`src/design/bus_defs.svh`:
```
`ifndef BUS_DEFS_SVH
`define BUS_DEFS_SVH

// Bus widths
`define WB_ADDR_W 32
`define WB_DATA_W 32
`define WB_SEL_W 4

// Words per on-chip memory window
`define RAM_WORDS 1024

// Memory windows, 4 MB each
`define RAM0_BASE 32'h8000_0000
`define RAM1_BASE 32'h8040_0000
`define RAM_MASK 32'hFFC0_0000

// Core-local timer window, 1 MB
`define CLINT_BASE 32'h0200_0000
`define CLINT_MASK 32'hFFF0_0000

// Timer register offsets inside the window
`define CLINT_MTIMECMP_LO 32'h0000_4000
`define CLINT_MTIMECMP_HI 32'h0000_4004
`define CLINT_MTIME_LO 32'h0000_BFF8
`define CLINT_MTIME_HI 32'h0000_BFFC

`endif

```
`src/design/wb_bus_pkg.sv`:
```
`include "bus_defs.svh"

package wb_bus_pkg;

    // Bus payload vectors
    typedef logic [`WB_ADDR_W-1:0] wb_addr_t;
    typedef logic [`WB_DATA_W-1:0] wb_data_t;
    typedef logic [`WB_SEL_W-1:0]  wb_sel_t;

    // Owner of the shared bus
    typedef enum logic [1:0] {
        MST_NONE = 2'd0,
        MST_INST = 2'd1,
        MST_DATA = 2'd2
    } master_id_e;

endpackage

```
`src/design/wb_if.sv`:
```
`timescale 1ns/1ps

interface wb_if import wb_bus_pkg::*; ();

    // Request side
    wb_addr_t adr;
    wb_data_t dat_w;
    logic     we;
    wb_sel_t  sel;
    logic     stb;
    logic     cyc;

    // Response side
    wb_data_t dat_r;
    logic     ack;
    logic     err;

    modport master (
        output adr, dat_w, we, sel, stb, cyc,
        input  dat_r, ack, err
    );

    modport slave (
        input  adr, dat_w, we, sel, stb, cyc,
        output dat_r, ack, err
    );

endinterface

```
`src/design/wb_arbiter.sv`:
```
`timescale 1ns/1ps

module wb_arbiter import wb_bus_pkg::*; (
    input logic sys_clk,
    input logic sys_rst,
    wb_if.slave  inst_m,
    wb_if.slave  data_m,
    wb_if.master bus_m
);

    master_id_e grant;
    logic       xfer_done;
    logic       use_data;

    // Transfer ends on either response
    assign xfer_done = bus_m.ack | bus_m.err;
    assign use_data  = (grant == MST_DATA);

    // Grant register, data port wins a tie
    always_ff @(posedge sys_clk or posedge sys_rst) begin
        if (sys_rst) begin
            grant <= MST_NONE;
        end else begin
            case (grant)
                MST_NONE: begin
                    if (data_m.cyc) begin
                        grant <= MST_DATA;
                    end else if (inst_m.cyc) begin
                        grant <= MST_INST;
                    end
                end
                default: begin
                    // Hold until the slave answers
                    if (xfer_done) begin
                        grant <= MST_NONE;
                    end
                end
            endcase
        end
    end

    // Forward the granted request
    always_comb begin
        bus_m.adr   = use_data ? data_m.adr : inst_m.adr;
        bus_m.dat_w = use_data ? data_m.dat_w : inst_m.dat_w;
        bus_m.we    = use_data ? data_m.we : inst_m.we;
        bus_m.sel   = use_data ? data_m.sel : inst_m.sel;
        // No strobe while the bus is idle
        bus_m.stb   = 1'b0;
        bus_m.cyc   = 1'b0;
        if (grant == MST_DATA) begin
            bus_m.stb = data_m.stb;
            bus_m.cyc = data_m.cyc;
        end else if (grant == MST_INST) begin
            bus_m.stb = inst_m.stb;
            bus_m.cyc = inst_m.cyc;
        end
    end

    // Read data is shared, handshake goes to the owner only
    assign data_m.dat_r = bus_m.dat_r;
    assign inst_m.dat_r = bus_m.dat_r;
    assign data_m.ack   = bus_m.ack & (grant == MST_DATA);
    assign data_m.err   = bus_m.err & (grant == MST_DATA);
    assign inst_m.ack   = bus_m.ack & (grant == MST_INST);
    assign inst_m.err   = bus_m.err & (grant == MST_INST);

endmodule

```
`src/flat_wrapper.sv`:
```
// flat-port wrapper written by rule: the top's interface ports become plain ports
module wb_arbiter_flat import wb_bus_pkg::*;
  (sys_clk, sys_rst, inst_m_adr, inst_m_dat_w, inst_m_we, inst_m_sel, inst_m_stb, inst_m_cyc, inst_m_dat_r, inst_m_ack, inst_m_err, data_m_adr, data_m_dat_w, data_m_we, data_m_sel, data_m_stb, data_m_cyc, data_m_dat_r, data_m_ack, data_m_err, bus_m_adr, bus_m_dat_w, bus_m_we, bus_m_sel, bus_m_stb, bus_m_cyc, bus_m_dat_r, bus_m_ack, bus_m_err);
  wb_if inst_m_i ();
  wb_if data_m_i ();
  wb_if bus_m_i ();
  input logic sys_clk;
  input logic sys_rst;
  input wire logic [$bits(inst_m_i.adr)-1:0] inst_m_adr;
  input wire logic [$bits(inst_m_i.dat_w)-1:0] inst_m_dat_w;
  input wire logic [$bits(inst_m_i.we)-1:0] inst_m_we;
  input wire logic [$bits(inst_m_i.sel)-1:0] inst_m_sel;
  input wire logic [$bits(inst_m_i.stb)-1:0] inst_m_stb;
  input wire logic [$bits(inst_m_i.cyc)-1:0] inst_m_cyc;
  output wire logic [$bits(inst_m_i.dat_r)-1:0] inst_m_dat_r;
  output wire logic [$bits(inst_m_i.ack)-1:0] inst_m_ack;
  output wire logic [$bits(inst_m_i.err)-1:0] inst_m_err;
  input wire logic [$bits(data_m_i.adr)-1:0] data_m_adr;
  input wire logic [$bits(data_m_i.dat_w)-1:0] data_m_dat_w;
  input wire logic [$bits(data_m_i.we)-1:0] data_m_we;
  input wire logic [$bits(data_m_i.sel)-1:0] data_m_sel;
  input wire logic [$bits(data_m_i.stb)-1:0] data_m_stb;
  input wire logic [$bits(data_m_i.cyc)-1:0] data_m_cyc;
  output wire logic [$bits(data_m_i.dat_r)-1:0] data_m_dat_r;
  output wire logic [$bits(data_m_i.ack)-1:0] data_m_ack;
  output wire logic [$bits(data_m_i.err)-1:0] data_m_err;
  output wire logic [$bits(bus_m_i.adr)-1:0] bus_m_adr;
  output wire logic [$bits(bus_m_i.dat_w)-1:0] bus_m_dat_w;
  output wire logic [$bits(bus_m_i.we)-1:0] bus_m_we;
  output wire logic [$bits(bus_m_i.sel)-1:0] bus_m_sel;
  output wire logic [$bits(bus_m_i.stb)-1:0] bus_m_stb;
  output wire logic [$bits(bus_m_i.cyc)-1:0] bus_m_cyc;
  input wire logic [$bits(bus_m_i.dat_r)-1:0] bus_m_dat_r;
  input wire logic [$bits(bus_m_i.ack)-1:0] bus_m_ack;
  input wire logic [$bits(bus_m_i.err)-1:0] bus_m_err;
  assign inst_m_i.adr = inst_m_adr;
  assign inst_m_i.dat_w = inst_m_dat_w;
  assign inst_m_i.we = inst_m_we;
  assign inst_m_i.sel = inst_m_sel;
  assign inst_m_i.stb = inst_m_stb;
  assign inst_m_i.cyc = inst_m_cyc;
  assign inst_m_dat_r = inst_m_i.dat_r;
  assign inst_m_ack = inst_m_i.ack;
  assign inst_m_err = inst_m_i.err;
  assign data_m_i.adr = data_m_adr;
  assign data_m_i.dat_w = data_m_dat_w;
  assign data_m_i.we = data_m_we;
  assign data_m_i.sel = data_m_sel;
  assign data_m_i.stb = data_m_stb;
  assign data_m_i.cyc = data_m_cyc;
  assign data_m_dat_r = data_m_i.dat_r;
  assign data_m_ack = data_m_i.ack;
  assign data_m_err = data_m_i.err;
  assign bus_m_adr = bus_m_i.adr;
  assign bus_m_dat_w = bus_m_i.dat_w;
  assign bus_m_we = bus_m_i.we;
  assign bus_m_sel = bus_m_i.sel;
  assign bus_m_stb = bus_m_i.stb;
  assign bus_m_cyc = bus_m_i.cyc;
  assign bus_m_i.dat_r = bus_m_dat_r;
  assign bus_m_i.ack = bus_m_ack;
  assign bus_m_i.err = bus_m_err;
  wb_arbiter u_core (.sys_clk(sys_clk), .sys_rst(sys_rst), .inst_m(inst_m_i), .data_m(data_m_i), .bus_m(bus_m_i));
endmodule
```
`config.mk`:
```
export PLATFORM = sky130hd
export DESIGN_NAME = wb_arbiter_flat
export DESIGN_NICKNAME = d
export VERILOG_FILES = /design/src/design/wb_bus_pkg.sv /design/src/design/wb_if.sv /design/src/design/wb_arbiter.sv /design/src/flat_wrapper.sv
export VERILOG_INCLUDE_DIRS = /design/src /design/src/design
export SDC_FILE = /design/constraint.sdc
export NUM_CORES = 1
export LEC_CHECK = 0
export ABC_CLOCK_PERIOD_IN_PS = 1630
export BUFFER_PORTS_ARGS = -buffer_cell sky130_fd_sc_hd__buf_2
export CAP_MARGIN = 10
export CORE_AREA = 5 5 121 123
export CTS_CLUSTER_SIZE = 12
export DETAILED_ROUTE_END_ITERATION = 6
export DIE_AREA = 0 0 126 128
export SKIP_LAST_GASP = 1
export SYNTH_ARGS = -nofsm -noshare
export SYNTH_HDL_FRONTEND = slang
export SYNTH_SLANG_ARGS = --single-unit
```
`constraint.sdc`:
```
create_clock -name sys_clk -period 1.63 [get_ports sys_clk]
set_clock_uncertainty 0.05 [all_clocks]
set_input_delay 0.2445 -clock sys_clk [delete_from_list [all_inputs] [get_ports sys_clk]]
set_output_delay 0.2445 -clock sys_clk [all_outputs]
set_load 0.01 [all_outputs]
```
; Word level (Yosys, flattened, before mapping)
; Cells that the tools add are included.
[word_totals]
out_inout_bits = 139
reg_bits = 2
[op_classes]
n_eq_ne = 3
bitwise = 5
mux = 12
reduce_logical = 3
[ops]
columns = cell, n
row1 = $mux 32, 2
row2 = $mux 2, 4
row3 = $mux 1, 5
row4 = $and 1x1->1, 4
row5 = $mux 4, 1
row6 = $ne 3x3->1 const B, 1
row7 = $eq 2x1->1 const B, 1
row8 = $eq 2x2->1 const B, 1
row9 = $logic_not 2->1, 1
row10 = $reduce_and 2->1, 1
row11 = $reduce_bool 2->1, 1
row12 = $or 1x1->1, 1

; Depth between registers and ports, before layout
; Gate-level depths: netlist (run 1).
[depth]
depth_word = 3
ltp_mapped = 4
depth_no_buf = 2

; Worst setup path before layout (run 1)
; No wires, ideal clock.
[synth_timing]
path_kind = register -> output
startpoint = register u_core.grant[0]
endpoint = output bus_m_adr[0]
arrival_ns = 1.187
path_buffers = 2
path_slack_ns = 0.148
stages_incl_launch_ff = 5
path_cell_list = dfrtp_1 > nor2b_2 > buf_12 > buf_12 > mux2_4
[synth_via]
elab_chain_cells = 2
[synth_rtl]
columns = item, line_no
row1 = start: declaration, wb_arbiter.sv:11  ; master_id_e grant;
row2 = start signal: assignment, wb_arbiter.sv:22  ; grant <= MST_NONE;
row3 = start signal: assignment, wb_arbiter.sv:27  ; grant <= MST_DATA;
row4 = start signal: assignment, wb_arbiter.sv:29  ; grant <= MST_INST;
row5 = $eq 2x2->1, wb_arbiter.sv:17  ; assign use_data = (grant == MST_DATA);
row6 = $mux 32, wb_arbiter.sv:44  ; bus_m.adr = use_data ? data_m.adr : inst_m.adr;
row7 = end: declaration, flat_wrapper.sv:27  ; output wire logic [$bits(bus_m_i.adr)-1:0] bus_m_adr;
; Every way passes these cells.

; Worst setup path after layout (run 1)
[layout_timing]
startpoint = register u_core.grant[0]
endpoint = output bus_m_adr[31]
; Same word-level chain as after synthesis.

==> run metrics, run 1 <==
standby leakage power 1.667 nW; commonest non-fill, non-tap cell in the layout buf_2; fin. max-slew vios 0; site row count 43; TritonCTS buffer count 3; share of cells above drive strength 1 95.86%; drt wl/cell 15.04 um; R2R setup slack 630 ps; maximum VDD drop 0.9277 mV; Levels on crit path 5; Starting DRT DRC Count 42; core box area 13560 um2; drt drc 0; data arrival at the endpoint of the critical path 1590 ps; Top cell by count, worst path buf_12; HP Class in2reg; nets 518; post-cts resize count 0; First-pass DRT Iterations 4; period utilization 115.6%; H-Tree Depth 1; register bit total from synthesis 2; Clock Tree Root clkbuf_16; Tmin final 1884 ps; CTS max path bufs 2; post-route setup slack -253.6 ps; initial antenna violation count 0; vias in the first global route 1846; via-per-instance ratio 3.427; pre-CTS setup slack -64.59 ps; # port buffers 220; grt ovf 0; final non-filler cell total 518; P&R area growth vs syn 57.67%; critical path data required time 1340 ps; max FFs per register 2; multi-input logic area 1129 um2; largest net degree at the start of global routing 14; worst flop-to-flop path endpoint u_core.grant[0]; Crit Path Class reg2out; Register Area 50.05 um2; Reg2Reg Depth 3; CP endpoint kind primary output; end point of the critical path bus_m_adr[31]; Die H 128 um; die width 126 um; status finished with violations; Syn Nets 336; biggest regs u_core.grant (2); die area 16130 um2; CTS sink count 2; RR Startpoint u_core.grant[1]; Syn Area/Cell 11.51 um2; Starting Density 13.41%; crit path cell chain nor2b_4 -> buf_12 -> buf_12 -> mux2_2 -> buf_2; Max FO, Critical Path 13; antenna viol nets, final 0; failing checks negative setup slack; Mapped Area 1818 um2; CP max stage cell dfrtp_1; Max Cap Viol 0; Buf/Inv on CP 3; Worst-Margin Slew 180.3 ps; antenna cell count 0; Worst setup SP type register; Filler cells 1524; Yosys warning total 0; Max Fclk 530.9 MHz; first-pass GRT wire length 10600 um; Post-DP HPWL 7231 um; post-synth cell types 13; RSZ-0062 raised after global routing true; sequential area share after synthesis 2.753%; vias 1775; Hold Vio Cnt, Final 0; gr usage total 8.413%; Finish-stage setup viols 69; wirelength, routed 7793 um; worst skew pair latency 220 ps; CP top delay family buffers and inverters; Crit. Startpoint u_core.grant[0]; most frequent cells in the layout 220 x buf_2, 66 x mux2_4, 23 x buf_4, 5 x buf_12, 4 x and2_1; max_slew headroom 87.95%; GP Congestion 0.8048; Largest Register u_core.grant; I/O Pins 317; placed cells 506; Reg clk slew, reported paths 30 ps; CP max stage delay 390 ps; Pwr per Cell Area 643.2 nW/um2; Mapped Cells 158; CTS tree done
## timing repair
item	CTS	global route
setup endpoints to repair	69	73
hold buffers	1	0
setup buffers	7	2
hold endpoints to repair	2	0
pin swaps	0	1
## kinds of logic after synthesis
family / Yosys count / share of synthesized area (%)
AO/OA/AOI/OAI: 4 / 2.065
AND/OR/NAND/NOR: 10 / 3.372
flip-flops: 2 / 2.753
multiplexers: 69 / 56.37
buffers and inverters: 73 / 35.44
## through the flow
stage / total power, mW / setup TNS, ps / area, um2 / hold WS [ps] / utilization, %
after floorplan: 1.093 / 0 / 1818 / -64.32 / -
after global placement: 1.452 / -836.9 / 2721 / 52.29 / 20.07
after detailed placement: 1.456 / -1898 / 2721 / 50.45 / 20.07
after CTS: 1.867 / -16380 / 2859 / 231.3 / 21.09
after global routing: 1.959 / -19840 / 2867 / 243.5 / 21.14
final: 1.844 / -14840 / 2867 / 233.0 / 21.14
## cell type report
class                   count  area share (%)
multi-input cells          83           39.37
clock buffers               3           2.619
well taps                 180           7.857
inverters                   1          0.1309
repair buffers            249           48.28
flip-flops and latches      2           1.746
## worst min-delay path by stage
stage                     slack [ps]              end       start  depth (start not counted)
after global routing             240  u_core.grant[1]  data_m_cyc                          2
after CTS                        230  u_core.grant[1]  data_m_cyc                          2
after global placement            50  u_core.grant[1]     sys_rst                          2
after detailed placement          50  u_core.grant[0]     sys_rst                          2
final                            230  u_core.grant[1]  data_m_cyc                          2
after floorplan                  -60  u_core.grant[0]     sys_rst                          1
## Yosys cell counts (all sizes together)
cell   instances  area share, %
mux2          69             56
buf           72             35
and2           4            1.4
nor2           3           0.62
a22o           4            2.1
inv            1           0.21
dfrtp          2            2.8
and2b          2           0.89
nor2b          1           0.48
## report_power, final
group | total, mW | internal [mW] | switching, mW | leakage (nW)
clock | 0.362 | 0.312 | 0.0505 | 0.0370
sequential | 0.0605 | 0.0564 | 0.00409 | 0.0257
combinational | 1.42 | 0.871 | 0.550 | 1.60
total | 1.84 | 1.24 | 0.605 | 1.67
## routing by layer
layer  up-vias  routed length (um)  GRT usage [%]
li1        841                   -              -
met1       787                2639          8.995
met2       126                4212          16.65
met3        21                 861          2.500
met4         0                  79          1.009
met5         -                   0              0
No activity file was read; power rests on OpenSTA's default activity.
==> run 2: changes to the inputs <==
--- a/config.mk
+++ b/config.mk
@@ -7,12 +7,12 @@
 export NUM_CORES = 1
 export LEC_CHECK = 0
 export ABC_CLOCK_PERIOD_IN_PS = 1630
-export BUFFER_PORTS_ARGS = -buffer_cell sky130_fd_sc_hd__buf_2
 export CAP_MARGIN = 10
 export CORE_AREA = 5 5 121 123
 export CTS_CLUSTER_SIZE = 12
 export DETAILED_ROUTE_END_ITERATION = 6
 export DIE_AREA = 0 0 126 128
+export DONT_BUFFER_PORTS = 1
 export SKIP_LAST_GASP = 1
 export SYNTH_ARGS = -nofsm -noshare
 export SYNTH_HDL_FRONTEND = slang
==> run metrics, run 2 (synthesized netlist as in run 1, its figures left out) <==
data arrival at the endpoint of the critical path 1460 ps (was 1590 ps); Worst Hold End u_core.grant[1] (unchanged); drt drc 0 (unchanged); CP top delay family buffers and inverters (unchanged); wirelength, routed 7773 um (was 7793 um); hold path start data_m_cyc (unchanged); critical path data required time 1340 ps (about the same); First-pass DRT Iterations 4 (unchanged); gr usage total 8.256% (was 8.413%); Pwr per Cell Area 857.8 nW/um2 (was 643.2 nW/um2); most frequent cells in the layout 69 x mux2_4, 5 x buf_16, 4 x and2_1, 4 x buf_4 (was 220 x buf_2, 66 x mux2_4, 23 x buf_4, 5 x buf_12, 4 x and2_1); core box area 13560 um2 (unchanged); Clock Tree Root clkbuf_16 (unchanged); Hold Vio Cnt, Final 0 (unchanged); drt wl/cell 27.47 um (was 15.04 um); vias in the first global route 1055 (was 1846); setup tns final -7671 ps (was -14840 ps); site row count 43 (unchanged); hold path cells 1 (was 2); period utilization 107.7% (was 115.6%); die area 16130 um2 (unchanged); Max Fclk 569.6 MHz (was 530.9 MHz); GP Congestion 0.7417 (was 0.8048); P&R area growth vs syn -5.574% (was 57.67%); standby leakage power 0.7457 nW (was 1.667 nW); CTS tree done (unchanged); Worst setup SP type register (unchanged); TritonCTS buffer count 3 (unchanged); vias 956 (was 1775); post-route setup slack -125.8 ps (was -253.6 ps); die width 126 um (unchanged); Starting Density 13.41% (unchanged); max_slew headroom 89.85% (was 87.95%); antenna viol nets, final 0 (unchanged); status finished with violations (unchanged); Starting DRT DRC Count 15 (was 42); maximum VDD drop 0.5587 mV (was 0.9277 mV); Tmin final 1756 ps (was 1884 ps); CP endpoint kind primary output (unchanged); Buf/Inv on CP 3 (unchanged); Reg2Reg Depth 4 (was 3); Register Area 50.05 um2 (unchanged); CTS sink count 2 (unchanged); grt ovf 0 (unchanged); RSZ-0062 raised after global routing true (unchanged); Largest Register u_core.grant (unchanged); CP max stage delay 370 ps (was 390 ps); nets 281 (was 518); RR Startpoint u_core.grant[0] (was u_core.grant[1]); failing checks negative setup slack (unchanged); Crit Path Class reg2out (unchanged); Max Cap Viol 0 (unchanged); H-Tree Depth 1 (unchanged); share of cells above drive strength 1 87.13% (was 95.86%); via-per-instance ratio 3.378 (was 3.427); commonest non-fill, non-tap cell in the layout mux2_4 (was buf_2); Reg clk slew, reported paths 30 ps (about the same); crit path cell chain nor2b_4 -> buf_12 -> buf_16 -> buf_4 -> a22o_4 (was nor2b_4 -> buf_12 -> buf_12 -> mux2_2 -> buf_2); biggest regs u_core.grant (2) (unchanged); worst flop-to-flop path endpoint u_core.grant[0] (unchanged); Finish-stage setup viols 73 (was 69); Worst-Margin Slew 151.6 ps (was 180.3 ps); Filler cells 1550 (was 1524); Die H 128 um (unchanged); R2R setup slack 600 ps (was 630 ps); largest net degree at the start of global routing 16 (was 14); max FFs per register 2 (unchanged); worst skew pair latency 220 ps (about the same); Layout Utilization 12.66% (was 21.14%); fin. max-slew vios 0 (unchanged); CTS max path bufs 2 (unchanged); HP Class in2reg (unchanged); initial antenna violation count 2 (was 0); first-pass GRT wire length 9501 um (was 10600 um); multi-input logic area 1149 um2 (was 1129 um2); I/O Pins 317 (unchanged); Max FO, Critical Path 15 (was 13); # port buffers 0 (was 220); CP max stage cell dfrtp_1 (unchanged)
==> run 2: changes by cell type in the layout (fill, tap and decap cells not counted), moves of 3 or more <==
| cell | before | now |
|---|---|---|
| buf_4 | 23 | 4 |
| mux2_2 | 3 | 0 |
| buf_2 | 220 | 0 |
| mux2_4 | 66 | 69 |
| buf_12 | 5 | 1 |
| buf_16 | 0 | 5 |
==> run 2: power by group <==
part	total (mW)	internal, mW	leakage [nW]	switching (mW)
Combinational	1.04	0.577	0.683	0.467
Clock	0.368	0.312	0.0370	0.0558
Sequential	0.0612	0.0564	0.0257	0.00477
Total	1.47	0.945	0.746	0.527
==> run 2: layout make-up <==
cell class | instances | area share, %
Antenna cell | 2 | 0.2915
Clock buffer | 3 | 4.373
Timing Repair Buffer | 12 | 12.17
Sequential cell | 2 | 2.915
Inverter | 1 | 0.2187
Multi-Input combinational cell | 83 | 66.91
Tap cell | 180 | 13.12
==> run 2: metal layers <==
layer  vias to the layer above  share of wire [%]  global-route usage (%)  wire [um]
met5                         -                  0                       0          0
met4                         0                3.0                   2.902        230
met3                        28                 13                   4.000       1035
met1                       421                 31                   7.843       2421
met2                       138                 53                   15.46       4086
li1                        369                  -                       -          -
==> run 2: worst max-delay path by stage <==
stage / depth (start not counted) / end / startpoint
floorplan: 4 / bus_m_adr[0] / u_core.grant[0]
global placement: 3 / bus_m_adr[27] / u_core.grant[0]
detailed placement: 3 / bus_m_adr[31] / u_core.grant[0]
CTS: 4 / bus_m_we / u_core.grant[0]
global route: 4 / bus_m_we / u_core.grant[0]
finish: 5 / bus_m_stb / u_core.grant[1]
==> run 2: what timing repair did <==
| action | 4_1_cts | 5_1_grt |
|---|---|---|
| resized for setup | 8 | 2 |
| gates cloned | 4 | 0 |
| buffers inserted | 1 | 1 |
| hold endpoints to repair | 2 | 0 |
| pin swaps | 1 | 0 |
| hold buffers | 1 | 0 |
| setup endpoints to repair | 73 | 73 |
==> run 2: metrics by stage <==
step	std cells	hold slack, ps	area, um2	power (mW)	worst slack [ps]
global route	283	119.6	1717	1.538	-166.1
CTS	280	114.1	1692	1.493	-138.3
finish	283	114.3	1717	1.472	-125.8
detailed placement	271	-55.09	1458	0.9526	-55.97
global placement	271	-58.68	1458	0.9321	-17.42
floorplan	158	-64.32	1818	1.093	148.1
==> run 2: worst register-to-register path, stage by stage (launching register included) <==
cell and delay [ps]:
dfrtp_1 370, buf_4 120, buf_4 110, nor2_1 40
a22o_1 210
==> run 3: changes to the inputs <==
--- a/config.mk
+++ b/config.mk
@@ -9,10 +9,12 @@
 export ABC_CLOCK_PERIOD_IN_PS = 1630
 export CAP_MARGIN = 10
 export CORE_AREA = 5 5 121 123
+export CTS_BUF_LIST = sky130_fd_sc_hd__clkbuf_16
 export CTS_CLUSTER_SIZE = 12
 export DETAILED_ROUTE_END_ITERATION = 6
 export DIE_AREA = 0 0 126 128
 export DONT_BUFFER_PORTS = 1
+export SETUP_SLACK_MARGIN = 0.15
 export SKIP_LAST_GASP = 1
 export SYNTH_ARGS = -nofsm -noshare
 export SYNTH_HDL_FRONTEND = slang
==> run metrics, run 3 (synthesized netlist as in run 1, its figures left out) <==
status finished with violations (unchanged); failing checks negative setup slack (unchanged); CTS sink count 2 (unchanged); Hold Vio Cnt, Final 0 (unchanged); nets 281 (unchanged); GP Congestion 0.7417 (unchanged); max FFs per register 2 (unchanged); Buf/Inv on CP 2 (was 3); Largest Register u_core.grant (unchanged); Max FO, Critical Path 10 (was 15); H-Tree Depth 1 (unchanged); Finish-stage setup viols 73 (unchanged); Tmin final 1750 ps (was 1756 ps); antenna viol nets, final 0 (unchanged); maximum VDD drop 0.5596 mV (was 0.5587 mV); placed cells 271 (unchanged); first-pass GRT wire length 9501 um (unchanged); biggest regs u_core.grant (2) (unchanged); Worst setup SP type register (unchanged); Reg clk slew, reported paths 30 ps (about the same); Die H 128 um (unchanged); vias in the first global route 1055 (unchanged); period utilization 107.4% (was 107.7%); final non-filler cell total 283 (unchanged); share of cells above drive strength 1 89.11% (was 87.13%); initial antenna violation count 2 (unchanged); most frequent cells in the layout 69 x mux2_4, 5 x buf_16, 3 x nor2_1, 3 x clkbuf_16, 3 x buf_4 (was 69 x mux2_4, 5 x buf_16, 4 x and2_1, 4 x buf_4); Pwr per Cell Area 856.0 nW/um2 (was 857.8 nW/um2); drt wl/cell 27.45 um (was 27.47 um); TritonCTS buffer count 3 (unchanged); worst skew pair latency 220 ps (about the same); gr usage total 8.256% (unchanged); drt drc 0 (unchanged); commonest non-fill, non-tap cell in the layout mux2_4 (unchanged); I/O Pins 317 (unchanged); Starting Density 13.41% (unchanged); core box area 13560 um2 (unchanged); Crit Path Class reg2out (unchanged); First-pass DRT Iterations 4 (unchanged); site row count 43 (unchanged); data arrival at the endpoint of the critical path 1460 ps (about the same); CP max stage cell dfrtp_1 (unchanged); wirelength, routed 7769 um (was 7773 um); CTS tree done (unchanged); max_slew headroom 90.08% (was 89.85%); standby leakage power 0.7496 nW (was 0.7457 nW); Clock Tree Root clkbuf_16 (unchanged); crit path cell chain nor2b_4 -> buf_12 -> buf_6 -> mux2_4 (was nor2b_4 -> buf_12 -> buf_16 -> buf_4 -> a22o_4); P&R area growth vs syn -5.093% (was -5.574%); largest net degree at the start of global routing 16 (unchanged); Max Cap Viol 0 (unchanged); die width 126 um (unchanged); RSZ-0062 raised after global routing true (unchanged); post-route setup slack -120.5 ps (was -125.8 ps); Worst-Margin Slew 148.3 ps (was 151.6 ps); via-per-instance ratio 3.410 (was 3.378); Starting DRT DRC Count 6 (was 15); CTS max path bufs 2 (unchanged); critical path data required time 1340 ps (about the same); # port buffers 0 (unchanged); CP max stage delay 390 ps (was 370 ps); CP endpoint kind primary output (unchanged); Max Fclk 571.3 MHz (was 569.6 MHz); vias 965 (was 956); grt ovf 0 (unchanged); HP Class in2reg (unchanged); die area 16130 um2 (unchanged); Hold Slack 114.4 ps (was 114.3 ps); fin. max-slew vios 0 (unchanged); CP top delay family flip-flops (was buffers and inverters)
[run 3: cell count changes in the layout (fill, tap and decap cells not counted)]
cell / change
and2_4: +2
buf_4: -1
and2_1: -2
buf_6: +1
[run 3: cell type report]
class | count | area [um2]
flip-flops and latches | 2 | 50.05
diodes | 2 | 5.005
well taps | 180 | 225.2
fillers | 1553 | 11830
multi-input cells | 83 | 1154
clock buffers | 3 | 75.07
inverters | 1 | 3.754
repair buffers | 12 | 212.7
[run 3: report_power, final]
part | leakage [nW] | total (mW) | switching, mW | internal, mW
Clock | 0.0370 | 0.369 | 0.0565 | 0.312
Combinational | 0.687 | 1.05 | 0.467 | 0.580
Sequential | 0.0257 | 0.0610 | 0.00454 | 0.0564
[run 3: worst paths after layout]
path	startpoint	endpoint	cells after the start	slack, ps
hold / removal	data_m_cyc	u_core.grant[1]	1	110
max in group asynchronous	sys_rst	u_core.grant[1]	2	1150
setup reg to reg	u_core.grant[0]	u_core.grant[0]	4	620
hold reg to reg	u_core.grant[1]	u_core.grant[1]	2	570
setup / recovery	u_core.grant[0]	bus_m_dat_w[13]	4	-120
min in group asynchronous	sys_rst	u_core.grant[0]	2	270
[run 3: timing repair]
action,CTS,global route
pin swaps,1,2
hold buffers,1,0
setup buffers,1,1
endpoints found under the setup margin,73,75
hold endpoints to repair,2,0
cloned,4,0
gates resized for setup,8,5
[run 3: per-layer routing]
metal | track usage, % | vias up | routed length (um)
met5 | 0 | - | 0
met4 | 2.902 | 0 | 230
met3 | 4.000 | 28 | 1049
met2 | 15.46 | 140 | 4101
met1 | 7.843 | 426 | 2388
li1 | - | 371 | -
[run 3: stage by stage]
stage          setup WS, ps  total power [mW]  util (%)  setup TNS [ps]  area, um2
2_1_floorplan         148.1             1.093         -               0       1818
3_3_place_gp         -17.42            0.9321     10.75          -46.75       1458
3_5_place_dp         -55.97            0.9526     10.75          -203.8       1458
4_1_cts              -138.3             1.493     12.48           -8608       1692
5_1_grt              -166.1             1.542     12.73          -10530       1725
6_report             -120.5             1.477     12.73           -7485       1725
